`config.mk`:
```
export PLATFORM = sky130hd
export DESIGN_NAME = minimig_glue
export DESIGN_NICKNAME = d
export VERILOG_FILES = /design/src/minimig_pkg.sv /design/src/cpu_bus_if.sv /design/src/cpu_bus_front.sv /design/src/host_config.sv /design/src/minimig_glue.sv /design/src/reset_control.sv /design/src/rtc_port.sv
export VERILOG_INCLUDE_DIRS = /design/src
export SDC_FILE = /design/constraint.sdc
export NUM_CORES = 1
export LEC_CHECK = 0
export BUFFER_PORTS_ARGS = -buffer_cell sky130_fd_sc_hd__buf_2
export CAP_MARGIN = 10
export CORE_ASPECT_RATIO = 1.1
export CORE_MARGIN = 2
export CORE_UTILIZATION = 35
export DETAILED_ROUTE_END_ITERATION = 12
export GPL_TIMING_DRIVEN = 0
export HOLD_SLACK_MARGIN = 0.1
export PLACE_DENSITY = 0.76
export SYNTH_ARGS = -nofsm -noshare
export SYNTH_HDL_FRONTEND = slang
export SYNTH_SLANG_ARGS = --single-unit
```
`constraint.sdc`:
```
create_clock -name clk -period 2 [get_ports clk]
set_input_delay 0.1 -clock clk [delete_from_list [all_inputs] [get_ports clk]]
set_output_delay 0.1 -clock clk [all_outputs]
set_load 0.02 [all_outputs]
```
`src/minimig_glue_settings.svh`:
```
// widths, address windows and host opcodes for the cpu glue
// windows compare cpu address bits 23..16 only so each one covers 64 KB
// host opcodes sit in the upper byte of a command word
`ifndef MINIMIG_GLUE_SETTINGS_SVH
`define MINIMIG_GLUE_SETTINGS_SVH

// bus widths
`define DATA_W 16 // cpu and host data word
`define ADDR_W 23 // m68k word address, bits 23..1
`define RTC_W  64 // packed clock value from the host

// --------------------
// address windows
`define WIN_W   8     // upper address bits compared
`define RTC_WIN 8'hDC // 0xDC0000 clock port
`define CFG_WIN 8'hDE // 0xDE0000 config readback

// config block
`define CFG_REGS 3 // memory, chipset, cpu

// --------------------
// host channel opcodes
`define OP_CFG_WRITE  8'h10 // index picks the register, data word follows
`define OP_USER_RESET 8'h11 // no data word
`define OP_CPU_HOLD   8'h12 // index bit 0 is the hold level

`define RESET_HOLD_FRAMES 2 // sof pulses after the last reset request

`endif

```
`src/minimig_pkg.sv`:
```
// types shared by the glue logic
// one host word is read either as a command or as plain data
// the decoder picks the view from its own state and not from the word
`include "minimig_glue_settings.svh"

package minimig_pkg;

	// --------------------
	// host channel word
	// first word after io_ena rises uses the cmd view
	// a following data word uses the raw view
	typedef union packed {
		struct packed {
			logic [7:0] opcode; // upper byte
			logic [7:0] index;  // register number or flag bits
		} cmd;
		logic [`DATA_W-1:0] raw; // data payload
	} host_word_u;

endpackage

```
`src/cpu_bus_if.sv`:
```
// point to point link from the cpu bus front end to one register slave
// subset of wishbone classic with read data only
// the front holds cyc and stb until ack, the slave acks for one cycle
// dat_r is zero outside ack so several slaves can be or-ed
`timescale 1ns/1ns
`include "minimig_glue_settings.svh"

interface cpu_bus_if;

	logic                cyc;   // cycle in progress
	logic                stb;   // strobe for this slave
	logic [`ADDR_W:1]    adr;   // m68k word address bits
	logic [`DATA_W-1:0]  dat_r; // read data valid with ack
	logic                ack;   // single cycle acknowledge

	// bus front end side
	modport front (
		output cyc, stb, adr,
		input  dat_r, ack
	);

	// register slave side
	modport slave (
		input  cyc, stb, adr,
		output dat_r, ack
	);

endinterface

```
`src/cpu_bus_front.sv`:
```
// m68k bus front end for the two register slaves
// address and r_w must be stable while cpu_as_n is low
// writes and unmapped reads are acked locally with zero data
// dtack falls 3 cycles after the strobe is first sampled low
`timescale 1ns/1ns
`include "minimig_glue_settings.svh"

module cpu_bus_front (
	input  logic                clk,
	input  logic                reset,
	input  logic [`ADDR_W:1]    cpu_address,
	input  logic                cpu_as_n,
	input  logic                cpu_r_w,
	output logic [`DATA_W-1:0]  cpu_data,
	output logic                cpu_dtack_n,
	input  logic [2:0]          ipl_n,
	input  logic                int7,
	output logic [2:0]          cpu_ipl_n,
	cpu_bus_if.front            rtc_bus,
	cpu_bus_if.front            cfg_bus
);

	// sequencer states
	localparam logic [1:0] ST_IDLE = 2'd0; // waiting for strobe
	localparam logic [1:0] ST_MISS = 2'd1; // local ack next cycle
	localparam logic [1:0] ST_WAIT = 2'd2; // waiting for an ack
	localparam logic [1:0] ST_HOLD = 2'd3; // dtack low until strobe ends

	logic               as_s;     // registered address strobe, active high
	logic [1:0]         state;
	logic               rtc_sel;  // cyc/stb to the clock port
	logic               cfg_sel;  // cyc/stb to the config block
	logic               miss_ack; // stands in for a slave ack
	logic [`DATA_W-1:0] data_q;   // held cpu read data
	logic               dtack_q;  // active high dtack
	logic [`WIN_W-1:0]  win;
	logic               rtc_hit;
	logic               cfg_hit;
	logic               any_ack;

	// --------------------
	// window decode
	assign win     = cpu_address[`ADDR_W -: `WIN_W]; // bits 23..16
	assign rtc_hit = cpu_r_w && (win == `RTC_WIN);   // reads only
	assign cfg_hit = cpu_r_w && (win == `CFG_WIN);
	assign any_ack = rtc_bus.ack | cfg_bus.ack | miss_ack;

	// slave links
	assign rtc_bus.cyc = rtc_sel;
	assign rtc_bus.stb = rtc_sel;
	assign rtc_bus.adr = cpu_address; // stable for the whole cycle
	assign cfg_bus.cyc = cfg_sel;
	assign cfg_bus.stb = cfg_sel;
	assign cfg_bus.adr = cpu_address;

	// --------------------
	// cycle sequencer
	always_ff @(posedge clk) begin
		if (reset) begin
			as_s     <= 1'b0;
			state    <= ST_IDLE;
			rtc_sel  <= 1'b0;
			cfg_sel  <= 1'b0;
			miss_ack <= 1'b0;
			dtack_q  <= 1'b0;
			data_q   <= '0;
		end else begin
			as_s     <= ~cpu_as_n; // edge N samples strobe low
			miss_ack <= 1'b0;
			case (state)
				ST_IDLE: begin
					if (as_s) begin // edge N+1
						rtc_sel <= rtc_hit;
						cfg_sel <= cfg_hit;
						state   <= (rtc_hit | cfg_hit) ? ST_WAIT : ST_MISS;
					end
				end
				ST_MISS: begin // edge N+2, same slot as a slave ack
					miss_ack <= 1'b1;
					state    <= ST_WAIT;
				end
				ST_WAIT: begin
					if (any_ack) begin // edge N+3
						rtc_sel <= 1'b0;
						cfg_sel <= 1'b0;
						data_q  <= rtc_bus.dat_r | cfg_bus.dat_r; // idle slaves give zero
						dtack_q <= 1'b1;
						state   <= ST_HOLD;
					end
				end
				ST_HOLD: begin
					if (!as_s) begin // strobe seen high on the edge before
						dtack_q <= 1'b0;
						data_q  <= '0;
						state   <= ST_IDLE;
					end
				end
				default: state <= ST_IDLE;
			endcase
		end
	end

	assign cpu_data    = data_q;
	assign cpu_dtack_n = ~dtack_q;

	// level 7 override from the cartridge side
	assign cpu_ipl_n = int7 ? 3'b000 : ipl_n;

	// only one slave may answer a cycle
	a_one_ack: assert property (@(posedge clk) disable iff (reset)
		!(rtc_bus.ack && cfg_bus.ack));

endmodule

```
`src/host_config.sv`:
```
// host loaded configuration block and its cpu readback slave
// host words arrive on io_strobe while io_ena is high
// the first word is a command, OP_CFG_WRITE takes one data word after it
// further words in the same io_ena window are ignored
// the ntsc flag only follows the chipset word while sys_reset is high
`timescale 1ns/1ns
`include "minimig_glue_settings.svh"

module host_config (
	input  logic               clk,
	input  logic               reset,
	input  logic               sys_reset,
	input  logic               io_ena,
	input  logic               io_strobe,
	input  logic [`DATA_W-1:0] io_din,
	input  logic               ovl,
	input  logic               cpu_custom,
	cpu_bus_if.slave           bus,
	output logic [5:0]         memcfg,
	output logic               turbochipram,
	output logic               turbokick,
	output logic               ntsc,
	output logic               usr_reset,
	output logic               cpu_hold
);

	// register widths
	localparam int MEM_W  = 7; // memory config
	localparam int CHIP_W = 5; // chipset config
	localparam int CPU_W  = 4; // cpu config

	// host decoder states
	localparam logic [1:0] HS_CMD  = 2'd0; // next word is a command
	localparam logic [1:0] HS_DATA = 2'd1; // next word is config data
	localparam logic [1:0] HS_DONE = 2'd2; // skip until io_ena drops

	minimig_pkg::host_word_u host_w;
	logic [1:0]              hstate;
	logic [7:0]              idx_q;   // target of a pending write
	logic [MEM_W-1:0]        mem_cfg;
	logic [CHIP_W-1:0]       chip_cfg;
	logic [CPU_W-1:0]        cpu_cfg;
	logic [`DATA_W-1:0]      rd_word; // readback mux
	logic                    req;

	assign host_w = io_din;

	// --------------------
	// host command receiver
	always_ff @(posedge clk) begin
		if (reset) begin
			hstate    <= HS_CMD;
			idx_q     <= '0;
			mem_cfg   <= '0;
			chip_cfg  <= '0;
			cpu_cfg   <= '0;
			usr_reset <= 1'b0;
			cpu_hold  <= 1'b0;
		end else begin
			usr_reset <= 1'b0; // single cycle pulse
			if (!io_ena) begin
				hstate <= HS_CMD; // rearm for the next transfer
			end else if (io_strobe) begin
				case (hstate)
					HS_CMD: begin
						hstate <= HS_DONE;
						case (host_w.cmd.opcode)
							`OP_CFG_WRITE: begin
								idx_q  <= host_w.cmd.index;
								hstate <= HS_DATA;
							end
							`OP_USER_RESET: usr_reset <= 1'b1;
							`OP_CPU_HOLD:   cpu_hold  <= host_w.cmd.index[0];
							default: ; // unknown opcode dropped
						endcase
					end
					HS_DATA: begin
						hstate <= HS_DONE;
						case (idx_q)
							8'd0: mem_cfg  <= host_w.raw[MEM_W-1:0];
							8'd1: chip_cfg <= host_w.raw[CHIP_W-1:0];
							8'd2: cpu_cfg  <= host_w.raw[CPU_W-1:0];
							default: ; // index past CFG_REGS
						endcase
					end
					default: ;
				endcase
			end
		end
	end

	// --------------------
	// cpu readback, word offset k gives register k
	always_comb begin
		rd_word = '0;
		case (bus.adr[2:1])
			2'd0: rd_word[MEM_W-1:0]  = mem_cfg;
			2'd1: rd_word[CHIP_W-1:0] = chip_cfg;
			2'd2: rd_word[CPU_W-1:0]  = cpu_cfg;
			default: ; // offset 3 reads zero
		endcase
	end

	assign req = bus.cyc & bus.stb & ~bus.ack;

	always_ff @(posedge clk) begin
		if (reset) begin
			bus.ack   <= 1'b0;
			bus.dat_r <= '0;
		end else begin
			bus.ack   <= req;
			bus.dat_r <= req ? rd_word : '0;
		end
	end

	// --------------------
	// derived flags
	// fast chip needs aga, no overlay, fast chip or agnus idle, and 2 MB chip
	assign turbochipram = chip_cfg[4] & ~ovl & (cpu_cfg[2] | cpu_custom) & (&mem_cfg[1:0]);
	assign turbokick    = ~ovl & (cpu_cfg[3] | chip_cfg[4]);
	assign memcfg       = mem_cfg[5:0];

	// video standard switches only across a system reset
	always_ff @(posedge clk) begin
		if (reset) begin
			ntsc <= 1'b0;
		end else if (sys_reset) begin
			ntsc <= chip_cfg[1];
		end
	end

	// host strobes only inside an io_ena window
	a_strobe_in_ena: assert property (@(posedge clk) disable iff (reset)
		io_strobe |-> io_ena);

endmodule

```
`src/minimig_glue.sv`:
```
// cpu side glue around the chip set
// m68k bus in, dtack and read data out, cpu writes have no effect
// clock value, host channel and reset sources come from the board controller
`timescale 1ns/1ns
`include "minimig_glue_settings.svh"

module minimig_glue (
	input  logic                clk,
	input  logic                reset,
	// m68k bus
	input  logic [`ADDR_W:1]    cpu_address,
	input  logic                cpu_as_n,
	input  logic                cpu_r_w,
	output logic [`DATA_W-1:0]  cpu_data,
	output logic                cpu_dtack_n,
	input  logic [2:0]          ipl_n,
	input  logic                int7,
	output logic [2:0]          cpu_ipl_n,
	output logic                cpu_reset_n,
	// host side
	input  logic [`RTC_W-1:0]   rtc,
	input  logic                io_ena,
	input  logic                io_strobe,
	input  logic [`DATA_W-1:0]  io_din,
	// chip set status
	input  logic                ovl,
	input  logic                cpu_custom,
	input  logic                sof,
	output logic [5:0]          memcfg,
	output logic                turbochipram,
	output logic                turbokick,
	output logic                ntsc,
	// reset sources
	input  logic                kbd_reset,
	input  logic                rst_ext,
	input  logic                cpu_reset_req_n,
	output logic                rst_out
);

	logic usr_reset; // host user reset pulse
	logic cpu_hold;  // host cpu hold level

	cpu_bus_if rtc_bus ();
	cpu_bus_if cfg_bus ();

	cpu_bus_front u_front (
		.clk         (clk),
		.reset       (reset),
		.cpu_address (cpu_address),
		.cpu_as_n    (cpu_as_n),
		.cpu_r_w     (cpu_r_w),
		.cpu_data    (cpu_data),
		.cpu_dtack_n (cpu_dtack_n),
		.ipl_n       (ipl_n),
		.int7        (int7),
		.cpu_ipl_n   (cpu_ipl_n),
		.rtc_bus     (rtc_bus),
		.cfg_bus     (cfg_bus)
	);

	rtc_port u_rtc (
		.clk   (clk),
		.reset (reset),
		.rtc   (rtc),
		.bus   (rtc_bus)
	);

	host_config u_cfg (
		.clk          (clk),
		.reset        (reset),
		.sys_reset    (rst_out),
		.io_ena       (io_ena),
		.io_strobe    (io_strobe),
		.io_din       (io_din),
		.ovl          (ovl),
		.cpu_custom   (cpu_custom),
		.bus          (cfg_bus),
		.memcfg       (memcfg),
		.turbochipram (turbochipram),
		.turbokick    (turbokick),
		.ntsc         (ntsc),
		.usr_reset    (usr_reset),
		.cpu_hold     (cpu_hold)
	);

	reset_control u_rst (
		.clk             (clk),
		.reset           (reset),
		.kbd_reset       (kbd_reset),
		.usr_reset       (usr_reset),
		.rst_ext         (rst_ext),
		.cpu_reset_req_n (cpu_reset_req_n),
		.sof             (sof),
		.cpu_hold        (cpu_hold),
		.sys_reset       (rst_out), // system reset status out
		.cpu_reset_n     (cpu_reset_n)
	);

endmodule

```
`src/reset_control.sv`:
```
// system reset merge and frame counted release
// requests are asynchronous to clk and pass two synchronizer flops
// sys_reset releases on the RESET_HOLD_FRAMES-th sof after the request ends
// sof must be a single cycle pulse per frame
`timescale 1ns/1ns
`include "minimig_glue_settings.svh"

module reset_control (
	input  logic clk,
	input  logic reset,
	input  logic kbd_reset,
	input  logic usr_reset,
	input  logic rst_ext,
	input  logic cpu_reset_req_n,
	input  logic sof,
	input  logic cpu_hold,
	output logic sys_reset,
	output logic cpu_reset_n
);

	localparam int CNT_W = $clog2(`RESET_HOLD_FRAMES + 1);

	logic             req;    // merged request
	logic             req_s1; // synchronizer stage 1
	logic             req_s2; // synchronizer stage 2
	logic             hold_q; // frame hold after release
	logic [CNT_W-1:0] frames; // sof pulses seen since release

	assign req = kbd_reset | usr_reset | rst_ext | ~cpu_reset_req_n;

	// --------------------
	always_ff @(posedge clk) begin
		if (reset) begin
			req_s1 <= 1'b0;
			req_s2 <= 1'b0;
			hold_q <= 1'b1; // come up in system reset
			frames <= '0;
		end else begin
			req_s1 <= req;
			req_s2 <= req_s1;
			if (req_s2) begin
				hold_q <= 1'b1; // restart the count while requested
				frames <= '0;
			end else if (hold_q && sof) begin
				frames <= frames + 1'b1;
				if (frames == CNT_W'(`RESET_HOLD_FRAMES - 1)) begin
					hold_q <= 1'b0; // last frame seen
				end
			end
		end
	end

	assign sys_reset   = req_s2 | hold_q;
	assign cpu_reset_n = ~(sys_reset | cpu_hold); // host may hold the cpu alone

	// system reset only ends on a frame boundary
	a_release_on_sof: assert property (@(posedge clk) disable iff (reset)
		$fell(sys_reset) |-> $past(sof));

endmodule

```
`src/rtc_port.sv`:
```
// read port for the 64-bit clock value from the host
// byte address bits 5..2 pick one of sixteen nibbles
// nibble 0 is rtc[3:0], the rest of the word reads zero
`timescale 1ns/1ns
`include "minimig_glue_settings.svh"

module rtc_port (
	input  logic             clk,
	input  logic             reset,
	input  logic [`RTC_W-1:0] rtc,
	cpu_bus_if.slave         bus
);

	logic       req;    // first cycle of a strobe
	logic [3:0] nibble; // selected clock digit

	assign req    = bus.cyc & bus.stb & ~bus.ack; // front holds stb until ack
	assign nibble = rtc[{bus.adr[5:2], 2'b00} +: 4];

	// --------------------
	// ack one cycle after stb rises
	always_ff @(posedge clk) begin
		if (reset) begin
			bus.ack   <= 1'b0;
			bus.dat_r <= '0;
		end else begin
			bus.ack <= req;
			if (req) begin
				bus.dat_r <= {{(`DATA_W-4){1'b0}}, nibble}; // zero padded
			end else begin
				bus.dat_r <= '0; // zero outside ack for the or-ed bus
			end
		end
	end

endmodule

```
==> impl_metrics.prom, run 1 <==
# TYPE chip_impl_metric gauge
chip_impl_info{name="status",value="complete, no violations"} 1
chip_impl_metric{name="hold-path-cell-count",unit=""} 3
chip_impl_metric{name="worst-endpoint-required",unit="ns"} 2.24
chip_impl_info{name="netlist_top_cells_count",value="65 x nor2_1, 61 x dfxtp_1, 46 x mux2i_1, 16 x mux4_2, 15 x buf_4"} 1
chip_impl_metric{name="grtUsageMet2",unit="%"} 27.6
chip_impl_metric{name="timing.fmax",unit="MHz"} 531
chip_impl_metric{name="layout_worst_path_cycle_share",unit="%"} 94.1
chip_impl_metric{name="post-dp-hpwl",unit="µm"} 6370
chip_impl_metric{name="grt_antenna_before_repair",unit=""} 0
chip_impl_metric{name="clkSinkCount",unit=""} 61
chip_impl_metric{name="pin_count_of_the_biggest_net_entering_global_routing",unit=""} 12
chip_impl_info{name="synthFlopType",value="dfxtp_1"} 1
chip_impl_metric{name="final_net_count",unit=""} 600
chip_impl_metric{name="timing.critical_path.arrival",unit="ns"} 2.12
chip_impl_info{name="setup.worst_path.end_class",value="flop"} 1
chip_impl_metric{name="vias",unit=""} 2793
chip_impl_metric{name="power_leakage",unit="nW"} 2.17
chip_impl_info{name="crit_path_start_kind",value="flop"} 1
chip_impl_metric{name="number_of_synthesized_flops_with_an_enable_pin",unit=""} 0
chip_impl_metric{name="core_region_area",unit="µm²"} 8450
chip_impl_metric{name="seq_power_share",unit="%"} 35.0
chip_impl_metric{name="clk_pin_slew_worst_paths",unit="ns"} 0.07
chip_impl_metric{name="ctsHtreeMaxLevel",unit=""} 3
chip_impl_metric{name="final.setup_skew",unit="ns"} 0.00677
chip_impl_metric{name="fraction_of_post_synthesis_cell_area_in_the_top_cell_type_by_area",unit="%"} 39.9
chip_impl_metric{name="post-route-worst-setup-slack",unit="ns"} 0.118
chip_impl_metric{name="placementRows",unit=""} 35
chip_impl_metric{name="avgViaCountPerCell",unit=""} 4.72
chip_impl_metric{name="powerDensity",unit="nW/µm²"} 837
chip_impl_info{name="cts_tree",value="yes"} 1
chip_impl_info{name="regToRegEndpoint",value="u_front.state[1]$_SDFFE_PP0P_"} 1
chip_impl_metric{name="die_footprint",unit="µm²"} 9510
chip_impl_metric{name="grt_usage",unit="%"} 16.6
chip_impl_metric{name="irDropWorstVdd",unit="V"} 0.000685
chip_impl_metric{name="final_period_minus_worst_setup_slack",unit="ns"} 1.88
chip_impl_metric{name="timing.final.hold_violations",unit=""} 0
chip_impl_metric{name="avgSynthCellArea",unit="µm²"} 9.90
chip_impl_metric{name="synth_seq_cells",unit=""} 61
chip_impl_metric{name="buffer_ports.inserted",unit=""} 127
chip_impl_metric{name="comb_power_share",unit="%"} 19.3
chip_impl_metric{name="synth.yosys.warnings",unit=""} 0
chip_impl_metric{name="place_area",unit="µm²"} 3860
chip_impl_metric{name="totalNegativeSetupSlack",unit="ns"} 0
chip_impl_metric{name="final_core_utilization",unit="%"} 51.9
chip_impl_metric{name="maxSlewViolCount",unit=""} 0
chip_impl_info{name="global_route.peak_usage_layer",value="met2"} 1
chip_impl_metric{name="critical_path.max_fanout",unit=""} 5
chip_impl_metric{name="initial_core_util",unit="%"} 36.2
chip_impl_metric{name="drt_iter0_markers",unit=""} 69
chip_impl_metric{name="ys_seq_area_share",unit="%"} 39.9
chip_impl_info{name="critPathCapture",value="u_front.state[1]$_SDFFE_PP0P_"} 1
chip_impl_metric{name="global_route_wire_length_before_repair",unit="µm"} 12600
chip_impl_info{name="setup.worst_path.class",value="flop to flop"} 1
chip_impl_info{name="timing.hold.worst.start",value="io_din[0]"} 1
chip_impl_metric{name="post_synth_num_cell_types",unit=""} 37
chip_impl_metric{name="global_route.overflow_total",unit=""} 0
chip_impl_info{name="synth_largest_area_cell",value="dfxtp_1"} 1
chip_impl_info{name="worstReg2RegStart",value="u_front.state[0]$_SDFFE_PP0P_"} 1
chip_impl_metric{name="drv_cap",unit=""} 0
chip_impl_metric{name="clock_power_share",unit="%"} 45.7
chip_impl_metric{name="dr.pass1.iters",unit=""} 4
chip_impl_metric{name="power.switching",unit="mW"} 0.842
chip_impl_metric{name="tritoncts.num_buffers",unit=""} 9
chip_impl_metric{name="total_wire_length_after_detailed_routing",unit="µm"} 8040
chip_impl_metric{name="drive_gt1_share",unit="%"} 38.3
chip_impl_metric{name="area_growth_syn_to_layout",unit="%"} 43.2
chip_impl_metric{name="cell_internal_pwr",unit="mW"} 2.83
chip_impl_metric{name="insertion_delay",unit="ns"} 0.33
chip_impl_metric{name="ctsLongestPathBuffers",unit=""} 2
chip_impl_metric{name="worst_r2r_path_depth",unit=""} 6
chip_impl_metric{name="drt-wirelength-per-cell",unit="µm"} 13.6
chip_impl_metric{name="mappedNetlistArea",unit="µm²"} 3060
chip_impl_info{name="worst_hold_path_type",value="input port to flop"} 1
chip_impl_metric{name="die_h",unit="µm"} 102
chip_impl_metric{name="rrSetupSlack",unit="ns"} 0.12
chip_impl_info{name="critical_path.startpoint",value="u_front.state[0]$_SDFFE_PP0P_"} 1
chip_impl_metric{name="antenna_cells_inserted",unit=""} 0
chip_impl_metric{name="drt.antenna.violating_nets",unit=""} 0
chip_impl_metric{name="place_ws",unit="ns"} -0.0647
chip_impl_metric{name="synthArstFlopShare",unit="%"} 0
chip_impl_metric{name="swShare",unit="%"} 22.9
chip_impl_metric{name="rd_place_congestion",unit=""} 0.779
chip_impl_info{name="rsz0062_at_grt",value="false"} 1
chip_impl_metric{name="report.final.setup_viol",unit=""} 0
chip_impl_info{name="post_synth_main_area_contributors",value="dfxtp_1 40%, mux2i_1 15%, mux4_2 12%"} 1
chip_impl_metric{name="design_area",unit="µm²"} 4380
chip_impl_metric{name="floorplan.die.width",unit="µm"} 93.2
chip_impl_metric{name="ioPinCount",unit=""} 150
chip_impl_info{name="root_buffer",value="clkbuf_8"} 1
chip_impl_info{name="synth.most_common_cell",value="nor2_1"} 1
chip_impl_metric{name="grt_use_met3",unit="%"} 4.20
chip_impl_metric{name="drc_errors",unit=""} 0
chip_impl_metric{name="vias_in_the_first_global_route",unit=""} 2756
chip_impl_metric{name="synthesis.instances",unit=""} 309
chip_impl_metric{name="worst-slew-pin-transition",unit="ns"} 0.671
chip_impl_metric{name="maxSlewHeadroom",unit="%"} 55.3
chip_impl_metric{name="use_met1",unit="%"} 20.8
==> kinds of logic (layout without fill, tap and decap cells) <==
group / after synthesis / in the layout / synth area share, %
AND/OR/NAND/NOR: 121 / 121 / 19.5
multiplexers: 63 / 63 / 27.2
flip-flops: 61 / 61 / 39.9
buffers and inverters: 38 / 202 / 6.83
AO/OA/AOI/OAI: 19 / 19 / 4.13
adder cells (fa/ha/maj): 5 / 5 / 2.04
other: 1 / 9 / 0.123
XOR/XNOR: 1 / 1 / 0.286
==> final cells by class <==
class,count,area [µm²]
Buffer,30,179
Timing Repair Buffer,148,838
Tap cell,111,139
Clock buffer,9,124
Sequential cell,61,1220
Clock inverter,7,185
Fill cell,793,4070
Inverter,8,30.0
Multi-Input combinational cell,218,1670
==> state kept, by name, indices dropped and copies added, names as in the netlist, 2 cells and up <==
| name | count |
|---|---|
| u_rst.frames | 2 |
| u_cfg.chip_cfg | 5 |
| u_cfg.bus.dat_r | 7 |
| u_rtc.bus.dat_r | 4 |
| u_cfg.idx_q | 8 |
| u_cfg.cpu_cfg | 4 |
| u_front.cpu_data | 7 |
| u_front.state | 2 |
| u_cfg.mem_cfg | 7 |
| u_cfg.hstate | 2 |
==> worst min-delay path by stage <==
stage	to	slack, ns
global route	u_cfg.mem_cfg[0]$_SDFFE_PP0P_	0.15
CTS	u_cfg.chip_cfg[0]$_SDFFE_PP0P_	0.11
detailed placement	u_front.as_s$_SDFF_PP0_	0.27
floorplan	u_front.as_s$_SDFF_PP0_	0.17
finish	u_cfg.cpu_hold$_SDFFE_PP0P_	0.13
global placement	u_front.as_s$_SDFF_PP0_	0.28
==> power groups by stage <==
| stage | logic (mW) | clock network [mW] | registers, mW |
|---|---|---|---|
| floorplan | 0.447 | 0 | 1.30 |
| finish | 0.709 | 1.68 | 1.28 |
| CTS | 0.700 | 1.71 | 1.28 |
| global route | 0.773 | 1.75 | 1.29 |
| detailed placement | 0.642 | 0 | 1.31 |
| global placement | 0.624 | 0 | 1.31 |
==> worst max-delay path, stage by stage (launching register included) <==
cell and delay [ns]:
dfxtp_1 0.33, inv_1 0.09, ha_1 0.25, nor4b_1 0.57, a211o_1 0.24, nor3_1 0.06, a211oi_1 0.24
==> placed cells by master (no fill, tap or decap), types with 3 or more instances in the layout <==
| master | n |
|---|---|
| bufinv_16 | 6 |
| nor4_1 | 3 |
| conb_1 | 9 |
| a21oi_1 | 7 |
| nor3_1 | 3 |
| mux4_2 | 16 |
| nor4b_1 | 5 |
| inv_1 | 8 |
| ha_1 | 5 |
| dfxtp_1 | 61 |
| buf_4 | 18 |
| mux2i_1 | 46 |
| buf_2 | 129 |
| nor2b_1 | 14 |
| nand2b_1 | 3 |
| nand4_1 | 4 |
| clkbuf_8 | 9 |
| dlygate4sd3_1 | 18 |
| o22ai_1 | 6 |
| nor2_1 | 65 |
| clkbuf_1 | 11 |
| nand2_1 | 9 |
==> routing by layer <==
layer,part of all wire (%),vias up
met1,43,1291
met3,4.8,21
met2,50,74
met4,2.0,0
met5,0,-
li1,-,1407
==> per-stage QoR <==
step	instances	power [mW]	hold slack [ns]
after floorplan	317	1.75	0.167
after global placement	555	1.93	0.277
after detailed placement	555	1.95	0.266
after CTS	591	3.69	0.111
after global routing	592	3.82	0.148
final	592	3.67	0.125
==> timing repair <==
item / CTS / global route
setup endpoints to repair: 8 / 3
buffers inserted: 2 / 1
gates resized for setup: 0 / 1
pin swaps: 1 / 1
hold buffers: 18 / 0
endpoints found under the hold margin: 29 / 0
Power figures use the tool's default switching activity.
==> run 2, diff against run 1 <==
==> constraint.sdc (replaced) <==
create_clock -name clk -period 2 [get_ports clk]
set_input_delay 0.2 -clock clk [delete_from_list [all_inputs] [get_ports clk]]
set_output_delay 0.2 -clock clk [all_outputs]
set_load 0.02 [all_outputs]
==> run 2 against run 1 <==
Against the previous run: final area fell by 2.9%; clock power barely moved; critical path depth did not move; sequential share of layout area rose by 0.83 points; combinational power fell by 3%; global-route usage fell by 0.20 points; maximum frequency barely moved.
==> impl_metrics.prom, run 2 (synthesized netlist as in run 1, its figures left out) <==
# TYPE chip_impl_metric gauge
chip_impl_metric{name="area_growth_syn_to_layout",unit="%"} 39.1
chip_impl_info{name="setup.worst_path.class",value="flop to flop"} 1
chip_impl_metric{name="insertion_delay",unit="ns"} 0.33
chip_impl_info{name="mostFrequentLayoutCells",value="129 x buf_2, 65 x nor2_1, 61 x dfxtp_1"} 1
chip_impl_metric{name="ctsLongestPathBuffers",unit=""} 2
chip_impl_metric{name="power_leakage",unit="nW"} 2.11
chip_impl_metric{name="power.switching",unit="mW"} 0.836
chip_impl_metric{name="global_route.overflow_total",unit=""} 0
chip_impl_info{name="worst_hold_path_type",value="input port to flop"} 1
chip_impl_metric{name="floorplan.die.width",unit="µm"} 93.2
chip_impl_metric{name="timing.fmax",unit="MHz"} 531
chip_impl_info{name="whs_endpoint",value="u_cfg.mem_cfg[6]$_SDFFE_PP0P_"} 1
chip_impl_metric{name="swShare",unit="%"} 22.9
chip_impl_metric{name="placementRows",unit=""} 35
chip_impl_metric{name="post_layout_nonfiller_instances",unit=""} 580
chip_impl_metric{name="drc_errors",unit=""} 0
chip_impl_metric{name="total_wire_length_after_detailed_routing",unit="µm"} 7890
chip_impl_metric{name="rrSetupSlack",unit="ns"} 0.12
chip_impl_metric{name="drv_cap",unit=""} 0
chip_impl_metric{name="dr.pass1.iters",unit=""} 4
chip_impl_metric{name="largest_register_ffs",unit=""} 8
chip_impl_metric{name="global_route_wire_length_before_repair",unit="µm"} 12400
chip_impl_metric{name="cp_num_buf_inv",unit=""} 1
chip_impl_metric{name="layout_worst_path_cycle_share",unit="%"} 94.1
chip_impl_metric{name="cell_internal_pwr",unit="mW"} 2.81
chip_impl_metric{name="final.setup_skew",unit="ns"} 0.00676
chip_impl_info{name="cpMaxStageDelayCell",value="nor4b_1"} 1
chip_impl_info{name="root_buffer",value="clkbuf_8"} 1
chip_impl_info{name="crit_path_start_kind",value="flop"} 1
chip_impl_metric{name="design_area",unit="µm²"} 4260
chip_impl_metric{name="final_period_minus_worst_setup_slack",unit="ns"} 1.88
chip_impl_metric{name="irDropWorstVdd",unit="V"} 0.000685
chip_impl_metric{name="vias_in_the_first_global_route",unit=""} 2722
chip_impl_metric{name="initial_core_util",unit="%"} 36.2
chip_impl_metric{name="ctsHtreeMaxLevel",unit=""} 3
chip_impl_metric{name="post-dp-hpwl",unit="µm"} 6370
chip_impl_metric{name="maxSlewHeadroom",unit="%"} 55.3
chip_impl_info{name="worstReg2RegStart",value="u_front.state[0]$_SDFFE_PP0P_"} 1
chip_impl_metric{name="drive_gt1_share",unit="%"} 39.0
chip_impl_metric{name="timing.final.hold_violations",unit=""} 0
chip_impl_info{name="status",value="complete, no violations"} 1
chip_impl_metric{name="grt_antenna_before_repair",unit=""} 0
chip_impl_metric{name="drt_iter0_markers",unit=""} 67
chip_impl_info{name="cp_top_family",value="simple AND/OR/NAND/NOR gates"} 1
chip_impl_info{name="critical_path.cell_chain",value="inv_1, ha_1, nor4b_1, a211o_1, nor3_1, a211oi_1"} 1
chip_impl_metric{name="tritoncts.num_buffers",unit=""} 9
chip_impl_metric{name="grt_usage",unit="%"} 16.4
chip_impl_metric{name="powerDensity",unit="nW/µm²"} 857
chip_impl_metric{name="core_region_area",unit="µm²"} 8450
chip_impl_metric{name="comb_power_share",unit="%"} 18.9
chip_impl_metric{name="worst-endpoint-required",unit="ns"} 2.24
chip_impl_metric{name="vias",unit=""} 2746
chip_impl_metric{name="clk_pin_slew_worst_paths",unit="ns"} 0.07
chip_impl_info{name="regToRegEndpoint",value="u_front.state[1]$_SDFFE_PP0P_"} 1
chip_impl_metric{name="buffer_ports.inserted",unit=""} 127
chip_impl_metric{name="ioPinCount",unit=""} 150
chip_impl_metric{name="delay_contributed_by_the_slowest_stage_of_the_critical_path",unit="ns"} 0.57
chip_impl_metric{name="rd_place_congestion",unit=""} 0.779
chip_impl_metric{name="placed_insts",unit=""} 555
chip_impl_metric{name="drt.antenna.violating_nets",unit=""} 0
chip_impl_metric{name="clock_power_share",unit="%"} 45.9
chip_impl_metric{name="worst_r2r_path_depth",unit=""} 6
chip_impl_metric{name="ctsResizeCount",unit=""} 0
chip_impl_info{name="cts_tree",value="yes"} 1
chip_impl_info{name="rsz0062_at_grt",value="false"} 1
chip_impl_metric{name="seq_power_share",unit="%"} 35.2
chip_impl_metric{name="place_area",unit="µm²"} 3860
chip_impl_metric{name="maxSlewViolCount",unit=""} 0
chip_impl_metric{name="hold-path-cell-count",unit=""} 3
chip_impl_metric{name="post-route-worst-setup-slack",unit="ns"} 0.118
chip_impl_metric{name="worst-slew-pin-transition",unit="ns"} 0.671
chip_impl_info{name="mostFrequentLayoutCell",value="buf_2"} 1
chip_impl_metric{name="pin_count_of_the_biggest_net_entering_global_routing",unit=""} 12
chip_impl_metric{name="totalNegativeSetupSlack",unit="ns"} 0
chip_impl_metric{name="final_net_count",unit=""} 588
chip_impl_metric{name="die_footprint",unit="µm²"} 9510
chip_impl_metric{name="avgViaCountPerCell",unit=""} 4.73
chip_impl_metric{name="report.final.setup_viol",unit=""} 0
chip_impl_metric{name="antenna_cells_inserted",unit=""} 0
chip_impl_info{name="timing.hold.worst.start",value="io_din[6]"} 1
chip_impl_metric{name="drt-wirelength-per-cell",unit="µm"} 13.6
chip_impl_info{name="most_flop_heavy_register",value="u_cfg.idx_q"} 1
chip_impl_info{name="setup.worst_path.end_class",value="flop"} 1
chip_impl_metric{name="critical_path.max_fanout",unit=""} 5
chip_impl_metric{name="place_ws",unit="ns"} -0.0647
chip_impl_metric{name="die_h",unit="µm"} 102
chip_impl_metric{name="timing.critical_path.arrival",unit="ns"} 2.12
chip_impl_metric{name="clkSinkCount",unit=""} 61
==> run 2: how the worst max path moves through the flow <==
stage                                        from                               end  slack [ns]  cells past startpoint
finish              u_front.state[0]$_SDFFE_PP0P_     u_front.state[1]$_SDFFE_PP0P_        0.12                      6
global route        u_front.state[0]$_SDFFE_PP0P_  u_front.cpu_data[5]$_SDFFE_PP0P_        0.01                      7
CTS                  u_cfg.hstate[0]$_SDFFE_PP0P_       u_cfg.idx_q[5]$_SDFFE_PP0P_        0.15                      5
detailed placement  u_front.state[0]$_SDFFE_PP0P_  u_front.cpu_data[1]$_SDFFE_PP0P_       -0.06                      6
global placement    u_front.state[0]$_SDFFE_PP0P_  u_front.cpu_data[5]$_SDFFE_PP0P_       -0.03                      6
floorplan           u_front.state[0]$_SDFFE_PP0P_  u_front.cpu_data[0]$_SDFFE_PP0P_        0.17                      6
==> run 2: metrics by stage <==
| step | util, % | power [mW] | hold WS [ns] |
|---|---|---|---|
| finish | 50.4 | 3.65 | 0.121 |
| detailed placement | 45.7 | 1.95 | 0.366 |
| global route | 50.4 | 3.80 | 0.129 |
| CTS | 50.3 | 3.67 | 0.106 |
| global placement | 45.7 | 1.93 | 0.377 |
| floorplan | - | 1.75 | 0.267 |
==> run 2: repair_timing <==
action                                 CTS  global route
endpoints found under the hold margin    6             0
pin swaps                                1             1
setup endpoints to repair                8             2
hold buffers                             6             0
buffers inserted                         2             1
==> run 2: tightest hold or removal path, delay by kind of cell <==
family	cells	cell delay, ns
AND/OR/NAND/NOR	1	0.07
multiplexers	1	0.06
buffers and inverters	1	0.09
==> run 2: power groups by stage <==
stage	Sequential (mW)	Combinational, mW	Clock [mW]
floorplan	1.30	0.447	0
global placement	1.31	0.624	0
detailed placement	1.31	0.642	0
CTS	1.28	0.684	1.71
global route	1.29	0.754	1.75
finish	1.28	0.691	1.68
==> run 2: cell type report <==
cell class,instances,area [µm²]
Inverter,8,30.0
Fill cell,805,4200
Tap cell,111,139
Clock buffer,9,124
Clock inverter,7,185
Timing Repair Buffer,136,718
Multi-Input combinational cell,218,1660
Buffer,30,179
Sequential cell,61,1220
==> run 2: layer usage <==
layer	part of all wire [%]	vias up	global-route usage [%]
li1	-	1382	-
met1	43	1269	20.5
met2	50	78	27.5
met3	5.0	17	4.20
met4	1.6	0	6.00
met5	0	-	0
==> run 3, diff against run 2 <==
PLACE_DENSITY = 0.74   (was 0.76)
clock period = 1.9 ns   (was 2 ns; I/O delays follow)
==> run 3 against run 2 <==
Against the previous run: clock skew decreased by 0.00084 ns; total power down 6.1%; final cell count up 0.17%; maximum frequency rose by 3.7%; critical endpoint is now u_cfg.idx_q[1]$_SDFFE_PP0P_; largest power group is now sequential cells.
==> impl_metrics.prom, run 3 (synthesized netlist as in run 1, its figures left out) <==
# TYPE chip_impl_metric gauge
chip_impl_metric{name="timing.critical_path.arrival",unit="ns"} 2.02
chip_impl_metric{name="ctsHtreeMaxLevel",unit=""} 3
chip_impl_info{name="cp_common_cell",value="or4_4"} 1
chip_impl_metric{name="total_wire_length_after_detailed_routing",unit="µm"} 8100
chip_impl_metric{name="avgViaCountPerCell",unit=""} 4.82
chip_impl_metric{name="global_route_wire_length_before_repair",unit="µm"} 12500
chip_impl_info{name="setup.worst_path.end_class",value="flop"} 1
chip_impl_info{name="mostFrequentLayoutCell",value="buf_2"} 1
chip_impl_metric{name="clk_pin_slew_worst_paths",unit="ns"} 0.07
chip_impl_metric{name="area_growth_syn_to_layout",unit="%"} 38.1
chip_impl_metric{name="worst_path_depth",unit=""} 5
chip_impl_metric{name="clkSinkCount",unit=""} 61
chip_impl_info{name="setup.worst_path.class",value="flop to flop"} 1
chip_impl_metric{name="placementRows",unit=""} 35
chip_impl_metric{name="critical_path.max_fanout",unit=""} 8
chip_impl_metric{name="timing.final.hold_violations",unit=""} 0
chip_impl_metric{name="antenna_cells_inserted",unit=""} 0
chip_impl_metric{name="grt_usage",unit="%"} 16.7
chip_impl_metric{name="final.setup_skew",unit="ns"} 0.00592
chip_impl_metric{name="final_net_count",unit=""} 589
chip_impl_metric{name="placed_insts",unit=""} 555
chip_impl_metric{name="delay_contributed_by_the_slowest_stage_of_the_critical_path",unit="ns"} 0.54
chip_impl_metric{name="die_footprint",unit="µm²"} 9510
chip_impl_metric{name="final_period_minus_worst_setup_slack",unit="ns"} 1.81
chip_impl_metric{name="cell_internal_pwr",unit="mW"} 2.53
chip_impl_metric{name="rrSetupSlack",unit="ns"} 0.09
chip_impl_metric{name="powerDensity",unit="nW/µm²"} 811
chip_impl_info{name="cpMaxStageDelayCell",value="or4_4"} 1
chip_impl_metric{name="ctsLongestPathBuffers",unit=""} 2
chip_impl_info{name="cp_top_family",value="simple AND/OR/NAND/NOR gates"} 1
chip_impl_metric{name="clock_power_share",unit="%"} 37.9
chip_impl_metric{name="final.fill_count",unit=""} 804
chip_impl_info{name="worstReg2RegStart",value="u_cfg.hstate[0]$_SDFFE_PP0P_"} 1
chip_impl_metric{name="die_h",unit="µm"} 102
chip_impl_metric{name="buffer_ports.inserted",unit=""} 127
chip_impl_info{name="worst_hold_path_type",value="input port to flop"} 1
chip_impl_metric{name="floorplan.die.width",unit="µm"} 93.2
chip_impl_info{name="mostFrequentLayoutCells",value="129 x buf_2, 65 x nor2_1, 60 x dfxtp_1"} 1
chip_impl_metric{name="worst-slew-pin-transition",unit="ns"} 0.691
chip_impl_metric{name="maxSlewViolCount",unit=""} 0
chip_impl_metric{name="cp_num_buf_inv",unit=""} 1
chip_impl_metric{name="drt-wirelength-per-cell",unit="µm"} 13.9
chip_impl_metric{name="worst_r2r_path_depth",unit=""} 5
chip_impl_metric{name="total_power_of_the_final_layout",unit="mW"} 3.42
chip_impl_metric{name="drt_iter0_markers",unit=""} 87
chip_impl_metric{name="dr.pass1.iters",unit=""} 4
chip_impl_metric{name="drv_cap",unit=""} 0
chip_impl_info{name="critPathCapture",value="u_cfg.idx_q[1]$_SDFFE_PP0P_"} 1
chip_impl_metric{name="comb_power_share",unit="%"} 22.5
chip_impl_metric{name="layout_worst_path_cycle_share",unit="%"} 95.5
chip_impl_metric{name="grt_antenna_before_repair",unit=""} 0
chip_impl_metric{name="global_route.overflow_total",unit=""} 0
chip_impl_metric{name="irDropWorstVdd",unit="V"} 0.000425
chip_impl_metric{name="drive_gt1_share",unit="%"} 39.6
chip_impl_info{name="critical_path.cell_chain",value="or4_4, or4_4, buf_6, mux2i_1, nor2_1"} 1
chip_impl_metric{name="timing.fmax",unit="MHz"} 551
chip_impl_metric{name="maxSlewHeadroom",unit="%"} 54.0
chip_impl_metric{name="ioPinCount",unit=""} 150
chip_impl_info{name="root_buffer",value="clkbuf_8"} 1
chip_impl_metric{name="initial_core_util",unit="%"} 36.2
chip_impl_metric{name="post_layout_nonfiller_instances",unit=""} 581
chip_impl_metric{name="power_leakage",unit="nW"} 2.08
chip_impl_metric{name="vias_in_the_first_global_route",unit=""} 2744
chip_impl_metric{name="swShare",unit="%"} 26.1
chip_impl_metric{name="core_region_area",unit="µm²"} 8450
chip_impl_metric{name="insertion_delay",unit="ns"} 0.33
chip_impl_metric{name="vias",unit=""} 2798
chip_impl_metric{name="rd_place_congestion",unit=""} 0.771
chip_impl_metric{name="post-dp-hpwl",unit="µm"} 6350
chip_impl_metric{name="report.final.setup_viol",unit=""} 0
chip_impl_metric{name="drt.antenna.violating_nets",unit=""} 0
chip_impl_info{name="regToRegEndpoint",value="u_cfg.idx_q[1]$_SDFFE_PP0P_"} 1
chip_impl_metric{name="seq_power_share",unit="%"} 39.5
chip_impl_info{name="cts_tree",value="yes"} 1
chip_impl_metric{name="tritoncts.num_buffers",unit=""} 9
chip_impl_info{name="status",value="complete, no violations"} 1
chip_impl_metric{name="power.switching",unit="mW"} 0.894
chip_impl_metric{name="worst-endpoint-required",unit="ns"} 2.10
chip_impl_metric{name="drc_errors",unit=""} 0
chip_impl_info{name="crit_path_start_kind",value="flop"} 1
chip_impl_info{name="most_flop_heavy_register",value="u_cfg.idx_q"} 1
chip_impl_metric{name="pin_count_of_the_biggest_net_entering_global_routing",unit=""} 11
chip_impl_info{name="critical_path.startpoint",value="u_cfg.hstate[0]$_SDFFE_PP0P_"} 1
chip_impl_metric{name="largest_register_ffs",unit=""} 8
[run 3: worst min-delay path by stage]
stage | depth (start not counted) | end | startpoint
floorplan | 1 | u_front.as_s$_SDFF_PP0_ | cpu_as_n
detailed placement | 2 | u_front.as_s$_SDFF_PP0_ | cpu_as_n
global route | 3 | u_cfg.usr_reset$_SDFF_PP0_ | io_din[14]
global placement | 2 | u_front.as_s$_SDFF_PP0_ | cpu_as_n
finish | 3 | u_cfg.idx_q[6]$_SDFFE_PP0P_ | io_din[6]
CTS | 3 | u_cfg.hstate[1]$_SDFFE_PP0P_ | io_strobe
[run 3: what timing repair did]
action                                 in CTS  in global routing
setup buffers                               0                  3
resized for setup                           2                  4
pin swaps                                   1                  3
setup endpoints to repair                   8                 29
hold buffers                                7                  0
endpoints found under the hold margin       8                  0
[run 3: area by class of cell]
| type | instances | area (µm²) | share of cell area (%) |
|---|---|---|---|
| Buffer | 30 | 179 | 4.23 |
| Inverter | 8 | 30.0 | 0.711 |
| Sequential cell | 61 | 1220 | 28.9 |
| Multi-Input combinational cell | 218 | 1690 | 39.9 |
| Clock buffer | 13 | 159 | 3.76 |
| Clock inverter | 3 | 67.6 | 1.60 |
| Timing Repair Buffer | 137 | 741 | 17.5 |
| Tap cell | 111 | 139 | 3.29 |
[run 3: stage by stage]
| step | TNS [ns] | cell area, µm² | utilization (%) | setup WS, ns | hold slack [ns] |
|---|---|---|---|---|---|
| after floorplan | 0 | 3090 | - | 0.0692 | 0.257 |
| after global placement | -0.993 | 3860 | 45.7 | -0.139 | 0.366 |
| after detailed placement | -1.57 | 3860 | 45.7 | -0.207 | 0.366 |
| after CTS | 0 | 4180 | 49.4 | 0.0415 | 0.114 |
| after global routing | -0.000898 | 4230 | 50.0 | -0.000898 | 0.145 |
| final | 0 | 4230 | 50.0 | 0.0854 | 0.120 |
[run 3: per-layer routing]
metal  wire length, µm  part of all wire [%]  track usage, %
met1              3420                    42            21.0
met2              4180                    52            27.6
met3               412                   5.1            4.35
met4                90                   1.1            6.67
met5                 0                     0               0
[run 3: tightest hold or removal path: stages]
cell and delay, ns:
buf_2 0.10, mux2i_1 0.06, nor2_1 0.08
[run 3: power groups by stage]
stage / clock, mW / combinational, mW / sequential (mW)
floorplan: 0 / 0.470 / 1.37
global placement: 0 / 0.661 / 1.38
detailed placement: 0 / 0.681 / 1.38
CTS: 1.33 / 0.719 / 1.35
global route: 1.39 / 0.852 / 1.36
finish: 1.30 / 0.772 / 1.35
